**config.mk**
```make
export PLATFORM = sky130hd
export DESIGN_NAME = stream_buffer
export DESIGN_NICKNAME = d
export VERILOG_FILES = /design/src/hdl/buffer_cfg_pkg.sv /design/src/hdl/buffer_status_pkg.sv /design/src/hdl/skid_loader.sv /design/src/hdl/sync_fifo.sv /design/src/hdl/level_watermark.sv /design/src/hdl/stream_buffer.sv
export SDC_FILE = /design/constraint.sdc
export NUM_CORES = 1
export LEC_CHECK = 0
export ABC_CLOCK_PERIOD_IN_PS = 2700
export BUFFER_PORTS_ARGS = -buffer_cell sky130_fd_sc_hd__clkbuf_2
export CORE_MARGIN = 1.5
export CORE_UTILIZATION = 25
export DETAILED_ROUTE_END_ITERATION = 7
export PLACE_DENSITY = 0.36
export SLEW_MARGIN = 10
export SYNTH_ARGS = -nofsm -noshare
export SYNTH_HDL_FRONTEND = slang
export SYNTH_SLANG_ARGS = --single-unit
```
**constraint.sdc**
```tcl
create_clock -name clock_i -period 2.7 [get_ports clock_i]
set_input_delay 0.27 -clock clock_i [delete_from_list [all_inputs] [get_ports clock_i]]
set_output_delay 0.27 -clock clock_i [all_outputs]
set_load 0.01 [all_outputs]
```
**src/hdl/buffer_cfg_pkg.sv**
```systemverilog
// Sizing of the stream buffer data path and its status thresholds
package buffer_cfg_pkg;

  // Stream word width
  localparam int DATA_WIDTH = 8;

  // SRAM address width and the resulting number of SRAM words
  localparam int ADDR_BITS = 4;
  localparam int DEPTH     = 1 << ADDR_BITS;

  // Occupancy width
  // One extra bit, since the SRAM output register and the two skid
  // registers hold words on top of a full SRAM
  localparam int LEVEL_BITS = ADDR_BITS + 1;

  // Output pipeline of the FIFO
  //   0  asynchronous SRAM read, no extra registers
  //   1  registered SRAM read
  //   2  registered read with first-word fall-through
  //   3  as 2, with the loadable overflow register in the skid stage
  localparam int OUTREG_MODE = 3;

  // Almost full at or above this level
  localparam logic [LEVEL_BITS-1:0] HIGH_MARK = LEVEL_BITS'(12);

  // Almost empty at or below this level
  localparam logic [LEVEL_BITS-1:0] LOW_MARK = LEVEL_BITS'(3);

endpackage

```
**src/hdl/buffer_status_pkg.sv**
```systemverilog
// Status types reported by the stream buffer
package buffer_status_pkg;

  // Fill state of the buffer as tracked by the watermark FSM
  //   LEVEL_LOW   level at or below the low mark
  //   LEVEL_MID   level between the marks
  //   LEVEL_HIGH  level at or above the high mark
  // Between the marks the previous state is kept
  typedef enum logic [1:0] {
    LEVEL_LOW  = 2'd0,
    LEVEL_MID  = 2'd1,
    LEVEL_HIGH = 2'd2
  } level_state_t;

endpackage

```
**src/hdl/skid_loader.sv**
```systemverilog
`timescale 1ns/1ps

// Two-entry skid register between a valid/ready source and sink
module skid_loader #(
  parameter int WIDTH  = 8,
  // Set to pass the s port straight to the m port
  parameter int BYPASS = 0,
  // Set to allow the t port to fill the temporary register
  parameter int LOADER = 0
) (
  input  logic             clock_i,
  input  logic             reset_i,

  // Upstream port
  input  logic             s_valid_i,
  input  logic [WIDTH-1:0] s_data_i,
  output logic             s_ready_o,

  // Load-only port into the temporary register
  input  logic             t_valid_i,
  input  logic [WIDTH-1:0] t_data_i,
  output logic             t_ready_o,

  // Downstream port
  output logic             m_valid_o,
  output logic [WIDTH-1:0] m_data_o,
  input  logic             m_ready_i
);

  generate
    if (BYPASS != 0) begin : g_bypass

      // Plain wires, the source sees the sink's ready directly
      assign m_valid_o = s_valid_i;
      assign m_data_o  = s_data_i;
      assign s_ready_o = m_ready_i;

      // Nothing to load into
      assign t_ready_o = 1'b0;

    end else begin : g_skid

      // Output register
      logic             m_valid_q;
      logic [WIDTH-1:0] m_data_q;

      // Temporary register, catches the word that arrives while the
      // output register is stalled
      logic             t_valid_q;
      logic [WIDTH-1:0] t_data_q;

      logic             m_free_w;
      logic             s_xfer_w;
      logic             t_xfer_w;

      // Output register empty or being taken at this edge
      assign m_free_w  = !m_valid_q || m_ready_i;

      // Upstream ready comes straight from a flop
      assign s_ready_o = !t_valid_q;
      assign s_xfer_w  = s_valid_i && !t_valid_q;

      // Temporary register can take a word next to the s word,
      // which then goes into the output register
      assign t_ready_o = (LOADER != 0) && !t_valid_q && m_free_w;

      // A t word is only taken together with an s word, so that it
      // always lines up behind it
      assign t_xfer_w  = t_valid_i && t_ready_o && s_valid_i;

      // Occupancy of both registers
      always_ff @(posedge clock_i) begin
        if (reset_i) begin
          m_valid_q <= 1'b0;
          t_valid_q <= 1'b0;
        end else if (m_free_w) begin
          // Refill from temp first, then from the s port
          m_valid_q <= t_valid_q || s_xfer_w;
          t_valid_q <= t_xfer_w;
        end else if (s_xfer_w) begin
          // Output stalled, park the s word
          t_valid_q <= 1'b1;
        end
      end

      // Payload follows the same steering
      always_ff @(posedge clock_i) begin
        if (m_free_w) begin
          if (t_valid_q) begin
            m_data_q <= t_data_q;
          end else if (s_xfer_w) begin
            m_data_q <= s_data_i;
          end
          if (t_xfer_w) begin
            t_data_q <= t_data_i;
          end
        end else if (s_xfer_w) begin
          t_data_q <= s_data_i;
        end
      end

      assign m_valid_o = m_valid_q;
      assign m_data_o  = m_data_q;

    end
  endgenerate

endmodule

```
**src/hdl/sync_fifo.sv**
```systemverilog
`timescale 1ns/1ps

// Synchronous SRAM FIFO with valid/ready on both sides
module sync_fifo #(
  // Output pipeline, 0 to 3
  parameter int OUTREG = buffer_cfg_pkg::OUTREG_MODE
) (
  input  logic                                  clock_i,
  input  logic                                  reset_i,

  // Producer side
  input  logic                                  valid_i,
  output logic                                  ready_o,
  input  logic [buffer_cfg_pkg::DATA_WIDTH-1:0] data_i,

  // Consumer side
  output logic                                  valid_o,
  input  logic                                  ready_i,
  output logic [buffer_cfg_pkg::DATA_WIDTH-1:0] data_o,

  // Words accepted minus words delivered
  output logic [buffer_cfg_pkg::LEVEL_BITS-1:0] level_o
);

  import buffer_cfg_pkg::*;

  logic [DATA_WIDTH-1:0] sram [DEPTH];

  // Pointers carry one wrap bit above the address
  logic [ADDR_BITS:0]    waddr_q;
  logic [ADDR_BITS:0]    raddr_q;
  logic [ADDR_BITS:0]    waddr_nx;
  logic [ADDR_BITS:0]    raddr_nx;

  // Registered SRAM status
  logic                  wready_q;
  logic                  rvalid_q;
  logic                  full_nx;
  logic                  empty_nx;

  // SRAM write and read strobes
  logic                  store_w;
  logic                  fetch_w;

  // Occupancy count
  logic                  incr_w;
  logic                  decr_w;
  logic [LEVEL_BITS-1:0] level_q;

  assign ready_o = wready_q;
  assign level_o = level_q;

  // Pointer values after this edge
  assign waddr_nx = store_w ? waddr_q + 1'b1 : waddr_q;
  assign raddr_nx = fetch_w ? raddr_q + 1'b1 : raddr_q;

  // Predict the status after this edge, so ready and valid are flops
  // Full when the addresses match and the wrap bits differ
  assign full_nx  = (waddr_nx[ADDR_BITS] != raddr_nx[ADDR_BITS]) &&
                    (waddr_nx[ADDR_BITS-1:0] == raddr_nx[ADDR_BITS-1:0]);
  assign empty_nx = waddr_nx == raddr_nx;

  always_ff @(posedge clock_i) begin
    if (reset_i) begin
      waddr_q  <= '0;
      raddr_q  <= '0;
      wready_q <= 1'b0;
      rvalid_q <= 1'b0;
    end else begin
      waddr_q  <= waddr_nx;
      raddr_q  <= raddr_nx;
      wready_q <= !full_nx;
      rvalid_q <= !empty_nx;
    end
  end

  // SRAM write port
  always_ff @(posedge clock_i) begin
    if (store_w) begin
      sram[waddr_q[ADDR_BITS-1:0]] <= data_i;
    end
  end

  // Count every stream transfer, wherever the word is held
  assign incr_w = valid_i && wready_q;
  assign decr_w = valid_o && ready_i;

  always_ff @(posedge clock_i) begin
    if (reset_i) begin
      level_q <= '0;
    end else begin
      case ({incr_w, decr_w})
        2'b10:   level_q <= level_q + 1'b1;
        2'b01:   level_q <= level_q - 1'b1;
        default: level_q <= level_q;
      endcase
    end
  end

  generate
    if (OUTREG == 0) begin : g_async

      // Asynchronous read, the SRAM word is the output
      assign store_w = valid_i && wready_q;
      assign fetch_w = rvalid_q && ready_i;
      assign valid_o = rvalid_q;
      assign data_o  = sram[raddr_q[ADDR_BITS-1:0]];

    end else begin : g_outreg

      // SRAM read register
      logic                  xvalid_q;
      logic [DATA_WIDTH-1:0] xdata_q;
      logic                  xmove_w;

      // Skid stage ports
      logic                  svalid_w;
      logic                  sready_w;
      logic [DATA_WIDTH-1:0] sdata_w;
      logic                  tvalid_w;
      logic                  tready_w;

      // Routing of the incoming word
      logic                  fall_w;
      logic                  ft_w;
      logic                  ld_w;

      // Read register hands its word to the skid stage
      assign xmove_w  = xvalid_q && sready_w;

      // Read whenever the read register is free or about to be
      assign fetch_w  = rvalid_q && (!xvalid_q || sready_w);

      // Nothing queued in the SRAM path, the word may skip it
      assign fall_w   = (OUTREG > 1) && !rvalid_q && !xvalid_q && valid_i && wready_q;
      assign ft_w     = fall_w && sready_w;

      // SRAM empty but its last word is leaving the read register
      // The new word goes into the temp register right behind it
      assign tvalid_w = (OUTREG > 2) && !rvalid_q && xvalid_q && valid_i && wready_q;
      assign ld_w     = tvalid_w && tready_w;

      // Anything else is queued in the SRAM
      assign store_w  = valid_i && wready_q && !ft_w && !ld_w;

      // Read register wins the s port over the incoming word
      assign svalid_w = xvalid_q || fall_w;
      assign sdata_w  = xvalid_q ? xdata_q : data_i;

      always_ff @(posedge clock_i) begin
        if (reset_i) begin
          xvalid_q <= 1'b0;
        end else if (fetch_w) begin
          xvalid_q <= 1'b1;
        end else if (xmove_w) begin
          xvalid_q <= 1'b0;
        end
      end

      // Registered SRAM read
      always_ff @(posedge clock_i) begin
        if (fetch_w) begin
          xdata_q <= sram[raddr_q[ADDR_BITS-1:0]];
        end
      end

      // Mode 1 passes the read register straight out
      skid_loader #(
        .WIDTH  (DATA_WIDTH),
        .BYPASS (OUTREG > 1 ? 0 : 1),
        .LOADER (OUTREG > 2 ? 1 : 0)
      ) skid_inst (
        .clock_i   (clock_i),
        .reset_i   (reset_i),
        .s_valid_i (svalid_w),
        .s_data_i  (sdata_w),
        .s_ready_o (sready_w),
        .t_valid_i (tvalid_w),
        .t_data_i  (data_i),
        .t_ready_o (tready_w),
        .m_valid_o (valid_o),
        .m_data_o  (data_o),
        .m_ready_i (ready_i)
      );

    end
  endgenerate

endmodule

```
**src/hdl/level_watermark.sv**
```systemverilog
`timescale 1ns/1ps

// Almost-full and almost-empty flags with hysteresis between two marks
module level_watermark (
  input  logic                                  clock_i,
  input  logic                                  reset_i,
  input  logic [buffer_cfg_pkg::LEVEL_BITS-1:0] level_i,
  output logic                                  almost_full_o,
  output logic                                  almost_empty_o,
  output buffer_status_pkg::level_state_t       state_o
);

  import buffer_cfg_pkg::*;
  import buffer_status_pkg::*;

  level_state_t state_q;
  level_state_t state_nx;
  logic         full_q;
  logic         empty_q;

  // Level moves by at most one per cycle, so MID is always passed through
  always_comb begin
    state_nx = state_q;
    case (state_q)
      LEVEL_LOW: begin
        if (level_i > LOW_MARK) begin
          state_nx = LEVEL_MID;
        end
      end
      LEVEL_MID: begin
        if (level_i >= HIGH_MARK) begin
          state_nx = LEVEL_HIGH;
        end else if (level_i <= LOW_MARK) begin
          state_nx = LEVEL_LOW;
        end
      end
      LEVEL_HIGH: begin
        // Held until the level is back down at the low mark
        if (level_i <= LOW_MARK) begin
          state_nx = LEVEL_MID;
        end
      end
      default: state_nx = LEVEL_LOW;
    endcase
  end

  // Flags are decoded from the next state, so they switch with state_o
  always_ff @(posedge clock_i) begin
    if (reset_i) begin
      state_q <= LEVEL_LOW;
      full_q  <= 1'b0;
      empty_q <= 1'b1;
    end else begin
      state_q <= state_nx;
      full_q  <= state_nx == LEVEL_HIGH;
      empty_q <= state_nx == LEVEL_LOW;
    end
  end

  assign state_o        = state_q;
  assign almost_full_o  = full_q;
  assign almost_empty_o = empty_q;

endmodule

```
**src/hdl/stream_buffer.sv**
```systemverilog
`timescale 1ns/1ps

// Stream buffer, FIFO plus fill-level watermark
module stream_buffer (
  input  logic                                  clock_i,
  input  logic                                  reset_i,

  // Producer side
  input  logic                                  valid_i,
  input  logic [buffer_cfg_pkg::DATA_WIDTH-1:0] data_i,
  output logic                                  ready_o,

  // Consumer side
  output logic                                  valid_o,
  output logic [buffer_cfg_pkg::DATA_WIDTH-1:0] data_o,
  input  logic                                  ready_i,

  // Fill status for upstream throttling
  output logic [buffer_cfg_pkg::LEVEL_BITS-1:0] level_o,
  output logic                                  almost_full_o,
  output logic                                  almost_empty_o,
  output buffer_status_pkg::level_state_t       state_o
);

  import buffer_cfg_pkg::*;

  // Data path and occupancy count
  sync_fifo #(
    .OUTREG (OUTREG_MODE)
  ) fifo_inst (
    .clock_i (clock_i),
    .reset_i (reset_i),
    .valid_i (valid_i),
    .ready_o (ready_o),
    .data_i  (data_i),
    .valid_o (valid_o),
    .ready_i (ready_i),
    .data_o  (data_o),
    .level_o (level_o)
  );

  // Watermark flags, one cycle behind the count
  level_watermark watermark_inst (
    .clock_i        (clock_i),
    .reset_i        (reset_i),
    .level_i        (level_o),
    .almost_full_o  (almost_full_o),
    .almost_empty_o (almost_empty_o),
    .state_o        (state_o)
  );

endmodule

```
# Word-level counts from Yosys, hierarchy flattened
# Memory sizes are Yosys's and may differ from the RTL's. A register that Yosys moved wholly into a read port is not among the register bits.
# Index checks and enable logic that the tools add are counted.
[totals]
regBits = 40
out_inout_bits = 19
elab_cells = 87
inputBits = 12
mem_bits_rw = 128
mem_count = 1
[mem_list]
columns = ["name", "depth", "word_bits", "rd", "rd_ports_with_merged_regs", "write_ports", "line", "text"]
rows = [
  ["fifo_inst.sram", 16, 8, 1, 1, 1, "sync_fifo.sv:27", "logic [DATA_WIDTH-1:0] sram [DEPTH];"],
]
[op_classes]
reduce_logical = 38
n_mux = 19
add_sub_neg = 4
order_cmp = 3
n_eq_ne = 9
[op_table]
columns = ["cell", "count"]
rows = [
  ["$mux 8", 5],
  ["$logic_and 1x1->1", 18],
  ["$add 5x1->5 const B", 3],
  ["$mux 5", 2],
  ["$pmux 5 s2", 1],
  ["$logic_not 1->1", 8],
  ["$mux 2", 4],
  ["$reduce_bool 2->1", 4],
  ["$eq 2x2->1 const B", 3],
  ["$mux 1", 6],
  ["$pmux 2 s3", 1],
  ["$eq 5x5->1", 1],
  ["$ge 5x4->1 const B", 1],
  ["$gt 5x2->1 const B", 1],
  ["$le 5x2->1 const B", 1],
  ["$sub 5x1->5 const B", 1],
  ["$eq 2x1->1 const B", 2],
  ["$eq 4x4->1", 1],
  ["$logic_not 2->1", 2],
  ["$logic_or 1x1->1", 4],
  ["$reduce_and 2->1", 2],
  ["$ne 2x1->1 const B", 1],
  ["$ne 1x1->1", 1],
]

# Longest topological paths before layout
# Gate-level depths: netlist (run 1).
[logic_depth]
depth_word = 12
depth_mapped = 9
mapped_depth_nobuf = 9

# By module
# Synthesis (run 1) repeated with hierarchy kept, for this count alone.
[hier_totals]
cells_unflattened = 432
hier_area_um2 = 7473.4
[by_module_without_submodules]
columns = ["module", "area_per_inst_um2", "seq_area_each_um2", "cells_per_inst", "n_inst"]
rows = [
  ["sync_fifo", 6478.7, 4444.3, 367, 1],
  ["skid_loader", 809.5, 520.5, 46, 1],
  ["level_watermark", 185.2, 80.1, 19, 1],
]

# Least setup slack after synthesis (run 1)
# No wires, ideal clock.
[synth_timing]
path_kind = "flip-flop to flip-flop"
startpoint = "register fifo_inst.wready_q, in the netlist fifo_inst.ready_o"
endpoint = "register fifo_inst.level_q[4], in the netlist fifo_inst.level_o[4]"
setup_time_ns = 0.071
required_ns = 2.629
period_less_slack_ns = 2.215
path_stages_with_launch = 10
t_arrival_ns = 2.144
slack_ns = 0.485
n_path_buf = 0
cell_sequence = "dfxtp_1 nand2_1 ha_1 inv_1 fa_1 nor2b_1 o21ai_0 and3_1 or4_1 a21oi_1"
[synth_via]
elab_chain_len = 3
word_cells_on_any_way = 5
classes_between = "eq/ne (2); mux (1); reduce/logical (2)"
[synth_lines]
columns = ["item", "line", "text"]
rows = [
  ["start: declaration", "sync_fifo.sv:36", "logic wready_q;"],
  ["start signal: assignment", "sync_fifo.sv:72", "wready_q <= !full_nx;"],
  ["$logic_and 1x1->1 *", "sync_fifo.sv:85", "assign incr_w = valid_i && wready_q;"],
  ["$eq 2x1->1 or $eq 2x2->1 (tied branches)", "sync_fifo.sv:92", "case ({incr_w, decr_w})"],
  ["$pmux 5 s2 or $reduce_bool 2->1 (tied branches)", "-", ""],
  ["end signal: assignment", "sync_fifo.sv:93", "2'b10: level_q <= level_q + 1'b1;"],
  ["end signal: assignment", "sync_fifo.sv:94", "2'b01: level_q <= level_q - 1'b1;"],
  ["end signal: assignment", "sync_fifo.sv:95", "default: level_q <= level_q;"],
  ["end: declaration", "sync_fifo.sv:48", "logic [LEVEL_BITS-1:0] level_q;"],
]
# Mark *: on every way between the ends. The rest lies on a longest branch, timed or not.
# A chain may end at the register's enable or synchronous reset.

# Worst setup path after layout (run 1)
[layout_timing]
startpoint = "register fifo_inst.g_outreg.skid_inst.g_skid.m_valid_q, in the netlist fifo_inst.g_outreg.skid_inst.m_valid_o"
endpoint = "register fifo_inst.level_q[4], in the netlist fifo_inst.level_o[4]"
[layout_via]
elab_chain_len = 3
word_cells_on_any_way = 5
classes_between = "eq/ne (2); mux (1); reduce/logical (2)"
[layout_lines]
columns = ["item", "line", "text"]
rows = [
  ["start: declaration", "skid_loader.sv:44", "logic m_valid_q;"],
  ["start signal: assignment", "skid_loader.sv:78", "m_valid_q <= t_valid_q || s_xfer_w;"],
  ["$logic_and 1x1->1 *", "sync_fifo.sv:86", "assign decr_w = valid_o && ready_i;"],
  ["$eq 2x1->1 or $eq 2x2->1 (tied branches)", "sync_fifo.sv:92", ""],
  ["$pmux 5 s2 or $reduce_bool 2->1 (tied branches)", "-", ""],
]
# Marks and branches as above.

==> flow_summary_export.csv, run 1 <==
group,metric,value,unit
yosys,yosys_most_used_dff,"edfxtp_1",
clocking,holdBufCountCts,0,
global_route,busiest_layer,"met2",
yosys,netlist_instances,404,
routing,drtIter0Drc,230,
routing,wl,14.9,mm
floorplan,die_x,173,µm
global_route,grt_pass1_wl,23.4,mm
cells_and_area,layout_commonest_cell,"edfxtp_1",
timing,tns,0,ns
placed_design,place_area,7910,µm²
power,power_leakage,2.72,nW
routing,detail-route-antenna-nets,0,
placed_design,io_buffers,30,
clocking,cts_tree,"done",
yosys,async_flop_share,0,
cells_and_area,area_delta_synth_final,18.8,%
cells_and_area,fillCellCount,2775,
critical_path,path_max_fanout,4,
global_route,use_met1,0.150,
routing,vias,3670,
global_route,grt_util_met2,0.159,
timing,drv_slew,0,
floorplan,fp.dieH,173,µm
routing,post_drt_wl_per_cell,17.6,µm
global_route,grt_max_degree,36,
clocking,clock_latency,0.43,ns
critical_path,required,3.05,ns
timing,clock.fmax,429,MHz
cells_and_area,drive_above_1_share,0.300,
yosys,yosysSeqAreaShare,0.702,
floorplan,ios,31,
critical_path,arrival,2.68,ns
clocking,cts.path.max_buffers,2,
clocking,root_buffer,"clkbuf_16",
timing,rsz0062_at_grt,"false",
yosys,ys_ff_latch,176,
cells_and_area,multi_input_area,2000,µm²
cells_and_area,num-nets-final,479,
clocking,post_cts.repair.setup_buffers,0,
critical_path,startpoint_type,"flop",
yosys,ys.warnings.count,0,
clocking,cts_sinks,176,
routing,via_per_inst,4.33,
critical_path,cp_cell_sequence,"and2_1 -> ha_1 -> inv_1 -> fa_1 -> nor2b_1 -> o21ai_0 -> and3_1 -> or4_1 -> a21oi_1",
yosys,synthesis.nets,426,
yosys,synthesis.area,7190,µm²
cells_and_area,fin_area,8540,µm²
placed_design,place_ws,0.375,ns
routing,drc,0,
clocking,cts_buffers,17,
floorplan,die_area,29800,µm²
yosys,ys_types,42,
global_route,grtUsageMet3,0.0275,
placed_design,place_congestion,0.693,
hold_path,holdCritPathClass,"in2reg",
run,cap_viol_max_count,0,
run_status,status,"completed",
global_route,grt_util_all_layers,0.106,
floorplan,start_util,0.257,
timing,hold_violations,0,
cells_and_area,antennaDiodeCount,0,
timing,min_period_over_period,0.864,
critical_path,endpoint_kind,"flop",
critical_path,cp_slowest_cell,"fa_1",
cells_and_area,final_cell_mix,"edfxtp_1, mux4_2, nor2_1",
clocking,htreeDepth,4,
timing,worstMarginPinSlew,0.626,ns
critical_path,worstSetupPathType,"reg2reg",
power,power_density,775,nW/µm²
clocking,cts_resized,0,
yosys,synth_edf_count,152,
timing,min_period,2.33,ns
yosys,avgSynthCellArea,17.8,µm²
routing,dr.pass1.iters,4,
power,peakVddDrop,401,µV
floorplan,rows,61,
timing,skew,0.0159,ns
timing,relSlewSlack,0.581,
clocking,clkTransAtPathRegs,0.07,ns
timing,setup_viol,0,
timing,setup_ws,0.368,ns
placed_design,dp_hpwl,10.0,mm
timing,whs,0.227,ns
global_route,antenna_found_initial,0,
global_route,grt_overflow_total,0,
floorplan,core_area,28000,µm²
cells_and_area,regArea,5050,µm²
global_route,grt_pass1_vias,3767,
critical_path,max_stage_delay,0.39,ns
==> metal layers <==
layer / up-vias / wire length, µm
met5: - / 0
met4: 0 / 128
met3: 11 / 372
met2: 48 / 6810
met1: 1919 / 7620
li1: 1692 / -
==> critical path, delay by kind of cell, from the launching register on <==
| family | cells | cell delay, ns |
|---|---|---|
| fa+ha+maj | 2 | 0.63 |
| buf+inv | 1 | 0.11 |
| compound gates | 2 | 0.26 |
| simple gates | 4 | 0.88 |
| flops | 1 | 0.37 |
==> synth_stat cells, types with 2 or more instances <==
cell type	n	share of area
nor2_1	33	0.017
nor2b_1	3	0.0026
o21ai_0	12	0.0084
mux4_2	40	0.13
nand2b_1	2	0.0017
buf_6	2	0.0031
nor4_1	2	0.0017
mux2_2	8	0.013
mux2i_1	12	0.017
ha_1	9	0.016
inv_1	8	0.0042
nor3_1	9	0.0063
buf_2	3	0.0021
nand3_1	4	0.0028
nand2_1	16	0.0084
xnor2_1	10	0.012
xor2_1	7	0.0085
clkbuf_1	8	0.0042
a41oi_1	2	0.0024
dfxtp_1	24	0.067
and3_1	2	0.0017
a21oi_1	10	0.0070
buf_1	3	0.0016
edfxtp_1	152	0.63
buf_4	4	0.0042
a21o_1	3	0.0031
==> logic make-up after synthesis <==
logic type | after synthesis | synth area share
xor gates and xnor gates | 18 | 0.0238
buffers and inverters | 28 | 0.0193
AOI/OAI and AO/OA | 35 | 0.0329
DFF | 176 | 0.702
muxes | 60 | 0.155
adders and majority gates | 11 | 0.0198
and+or+nand+nor | 76 | 0.0477
==> state kept, by name, summed over array words and instances (netlist names) <==
name,count
fifo_inst.level_o,5
fifo_inst.g_outreg.skid_inst.g_skid.t_valid_q,1
fifo_inst.g_outreg.xvalid_q,1
watermark_inst.state_o,2
fifo_inst.rvalid_q,1
fifo_inst.g_outreg.skid_inst.m_data_o,8
fifo_inst.g_outreg.skid_inst.g_skid.t_data_q,8
fifo_inst.ready_o,1
fifo_inst.waddr_q,5
fifo_inst.sram,128
watermark_inst.almost_empty_o,1
fifo_inst.g_outreg.xdata_q,8
fifo_inst.raddr_q,5
fifo_inst.g_outreg.skid_inst.m_valid_o,1
watermark_inst.almost_full_o,1
==> through the flow <==
stage | cells | utilization | power [mW]
2_1_floorplan | 404 | - | 3.85
3_3_place_gp | 816 | 0.282 | 4.15
3_5_place_dp | 816 | 0.282 | 4.15
4_1_cts | 848 | 0.305 | 6.73
5_1_grt | 848 | 0.305 | 6.92
6_report | 848 | 0.305 | 6.62
==> worst paths after layout <==
| path | depth (start not counted) | to | start | slack, ns |
|---|---|---|---|---|
| setup / recovery | 9 | fifo_inst.level_o[4]$_SDFFE_PP0P_ | fifo_inst.g_outreg.skid_inst.m_valid_o$_SDFFE_PP0N_ | 0.37 |
| hold / removal | 4 | fifo_inst.g_outreg.skid_inst.g_skid.t_valid_q$_SDFFE_PP0P_ | ready_i | 0.23 |
| setup reg to reg | 9 | fifo_inst.level_o[4]$_SDFFE_PP0P_ | fifo_inst.g_outreg.skid_inst.m_valid_o$_SDFFE_PP0N_ | 0.37 |
| hold reg to reg | 2 | fifo_inst.g_outreg.skid_inst.m_data_o[5]$_DFFE_PP_ | fifo_inst.g_outreg.skid_inst.g_skid.t_data_q[5]$_DFFE_PP_ | 0.53 |
==> report_power, final <==
part	total, mW	internal [mW]	switching, mW
Clock	2.56	1.35	1.21
Sequential	3.14	3.08	0.0593
Combinational	0.919	0.431	0.487
==> area by class of cell <==
cell class / instances / share of cell area
Sequential cell: 176 / 0.591
Multi-Input combinational cell: 200 / 0.235
Tap cell: 378 / 0.0554
Clock buffer: 17 / 0.0498
Timing Repair Buffer: 54 / 0.0416
Clock inverter: 15 / 0.0240
Inverter: 8 / 0.00352
No activity file was read; power rests on OpenSTA's default activity.
==> run 2, diff against run 1 <==
- ABC_CLOCK_PERIOD_IN_PS: 2700 -> 2750
- CORE_MARGIN: 1.5 -> default
- SKIP_LAST_GASP: default -> 1
- clock period: 2.7 -> 2.75 ns (I/O delays scaled with it)
==> flow_summary_export.csv, run 2 (synthesis results as in run 1) <==
group,metric,value,unit
placed_design,dp_hpwl,10.0,mm
clocking,post_cts.repair.setup_buffers,0,
routing,post_drt_wl_per_cell,18.0,µm
global_route,grt_max_degree,36,
run,cap_viol_max_count,0,
clocking,htreeDepth,4,
cells_and_area,layout_commonest_cell,"edfxtp_1",
cells_and_area,num-nets-final,479,
routing,vias,3615,
global_route,antenna_found_initial,0,
timing,hold_violations,0,
timing,clock.fmax,428,MHz
power,power_leakage,2.71,nW
floorplan,rows,61,
timing,rsz0062_at_grt,"false",
global_route,grt_pass1_wl,23.5,mm
timing,tns,0,ns
clocking,cts.path.max_buffers,2,
cells_and_area,antennaDiodeCount,0,
timing,drv_slew,0,
floorplan,die_area,29400,µm²
floorplan,fp.dieH,172,µm
critical_path,rr_worst_depth,9,
routing,detail-route-antenna-nets,0,
hold_path,hp-start,"ready_i",
cells_and_area,fillCellCount,2767,
timing,relSlewSlack,0.582,
hold_path,holdCritPathClass,"in2reg",
placed_design,place_congestion,0.714,
cells_and_area,drive_above_1_share,0.300,
placed_design,io_buffers,30,
cells_and_area,final_cell_mix,"edfxtp_1, mux4_2, nor2_1",
timing,setup_viol,0,
critical_path,path_max_fanout,4,
clocking,cts_resized,0,
cells_and_area,fin_util,0.305,
clocking,clock_latency,0.44,ns
critical_path,max_stage_delay,0.39,ns
critical_path,r2r_start,"fifo_inst.g_outreg.skid_inst.m_valid_o$_SDFFE_PP0N_",
hold_path,holdPathStages,4,
timing,skew,0.0134,ns
routing,dr.pass1.iters,4,
routing,via_per_inst,4.26,
critical_path,startpoint_type,"flop",
power,peakVddDrop,385,µV
critical_path,required,3.11,ns
critical_path,cp_cell_sequence,"and2_1 -> ha_1 -> inv_1 -> fa_1 -> nor2b_1 -> o21ai_0 -> and3_1 -> or4_1 -> a21oi_1",
routing,drtIter0Drc,152,
timing,min_period,2.34,ns
clocking,clkTransAtPathRegs,0.08,ns
timing,min_period_over_period,0.849,
critical_path,rrSetupSlack,0.41,ns
floorplan,core_area,28000,µm²
floorplan,start_util,0.257,
critical_path,arrival,2.69,ns
critical_path,cp_slowest_cell,"fa_1",
critical_path,endpoint_kind,"flop",
global_route,grt_pass1_vias,3711,
floorplan,ios,31,
timing,setup_ws,0.414,ns
clocking,root_buffer,"clkbuf_16",
cells_and_area,area_delta_synth_final,18.7,%
clocking,holdBufCountCts,0,
timing,worstMarginPinSlew,0.624,ns
power,power_density,761,nW/µm²
routing,drc,0,
critical_path,worstSetupPathType,"reg2reg",
clocking,cts_sinks,176,
global_route,grt_util_all_layers,0.112,
clocking,cts_tree,"done",
placed_design,place_ws,0.451,ns
global_route,grt_overflow_total,0,
floorplan,die_x,172,µm
clocking,cts_buffers,17,
hold_path,hold_end,"fifo_inst.g_outreg.skid_inst.g_skid.t_valid_q$_SDFFE_PP0P_",
cells_and_area,largest_reg_flops,128,
critical_path,reg2reg_to,"fifo_inst.level_o[4]$_SDFFE_PP0P_",
routing,wl,15.2,mm
run_status,status,"completed",
-- run 2: routing by layer --
layer  track usage  part of all wire  vias to the layer above  wire length [µm]
met5             0                 0                        -                 0
met4        0.0326            0.0062                        0                95
met3        0.0272             0.025                        6               373
met2         0.168              0.46                       54              6940
met1         0.160              0.51                     1864              7820
li1              -                 -                     1691                 -
-- run 2: metrics by stage --
stage               total power [mW]  instance area [µm²]  instances  hold slack (ns)
finish                          6.50                 8530        848            0.236
global route                    6.79                 8530        848            0.294
CTS                             6.62                 8530        848            0.213
detailed placement              4.08                 7910        816            0.517
global placement                4.08                 7910        816            0.517
floorplan                       3.78                 7190        404            0.347
-- run 2: how the worst max path moves through the flow --
stage	from	to	depth (start not counted)
2_1_floorplan	fifo_inst.ready_o$_SDFF_PP0_	fifo_inst.level_o[4]$_SDFFE_PP0P_	9
3_3_place_gp	ready_i	fifo_inst.level_o[4]$_SDFFE_PP0P_	10
3_5_place_dp	fifo_inst.g_outreg.skid_inst.m_valid_o$_SDFFE_PP0N_	fifo_inst.level_o[4]$_SDFFE_PP0P_	9
4_1_cts	fifo_inst.g_outreg.skid_inst.m_valid_o$_SDFFE_PP0N_	fifo_inst.level_o[4]$_SDFFE_PP0P_	9
5_1_grt	fifo_inst.g_outreg.skid_inst.m_valid_o$_SDFFE_PP0N_	fifo_inst.level_o[4]$_SDFFE_PP0P_	9
6_report	fifo_inst.g_outreg.skid_inst.m_valid_o$_SDFFE_PP0N_	fifo_inst.level_o[4]$_SDFFE_PP0P_	9
-- run 2: final cells by class --
class	instances	area, µm²	area share
inverters	8	30.0	0.00352
multi-input cells	200	2000	0.235
flip-flops and latches	176	5050	0.591
clock buffers	17	425	0.0498
clock inverters	15	200	0.0235
well taps	378	473	0.0554
repair buffers	54	355	0.0416
-- run 2: report_power, final --
group | internal, mW | total, mW | switching [mW]
logic | 0.424 | 0.909 | 0.486
registers | 3.02 | 3.08 | 0.0584
clock network | 1.26 | 2.50 | 1.24
total | 4.71 | 6.50 | 1.79
-- run 2: worst max-delay path: cells and delay by family, from the launching register on --
family,cells,cell delay (ns)
buffers and inverters,1,0.10
flip-flops,1,0.38
adder cells (fa/ha/maj),2,0.62
AND/OR/NAND/NOR,4,0.91
AO/OA/AOI/OAI,2,0.26
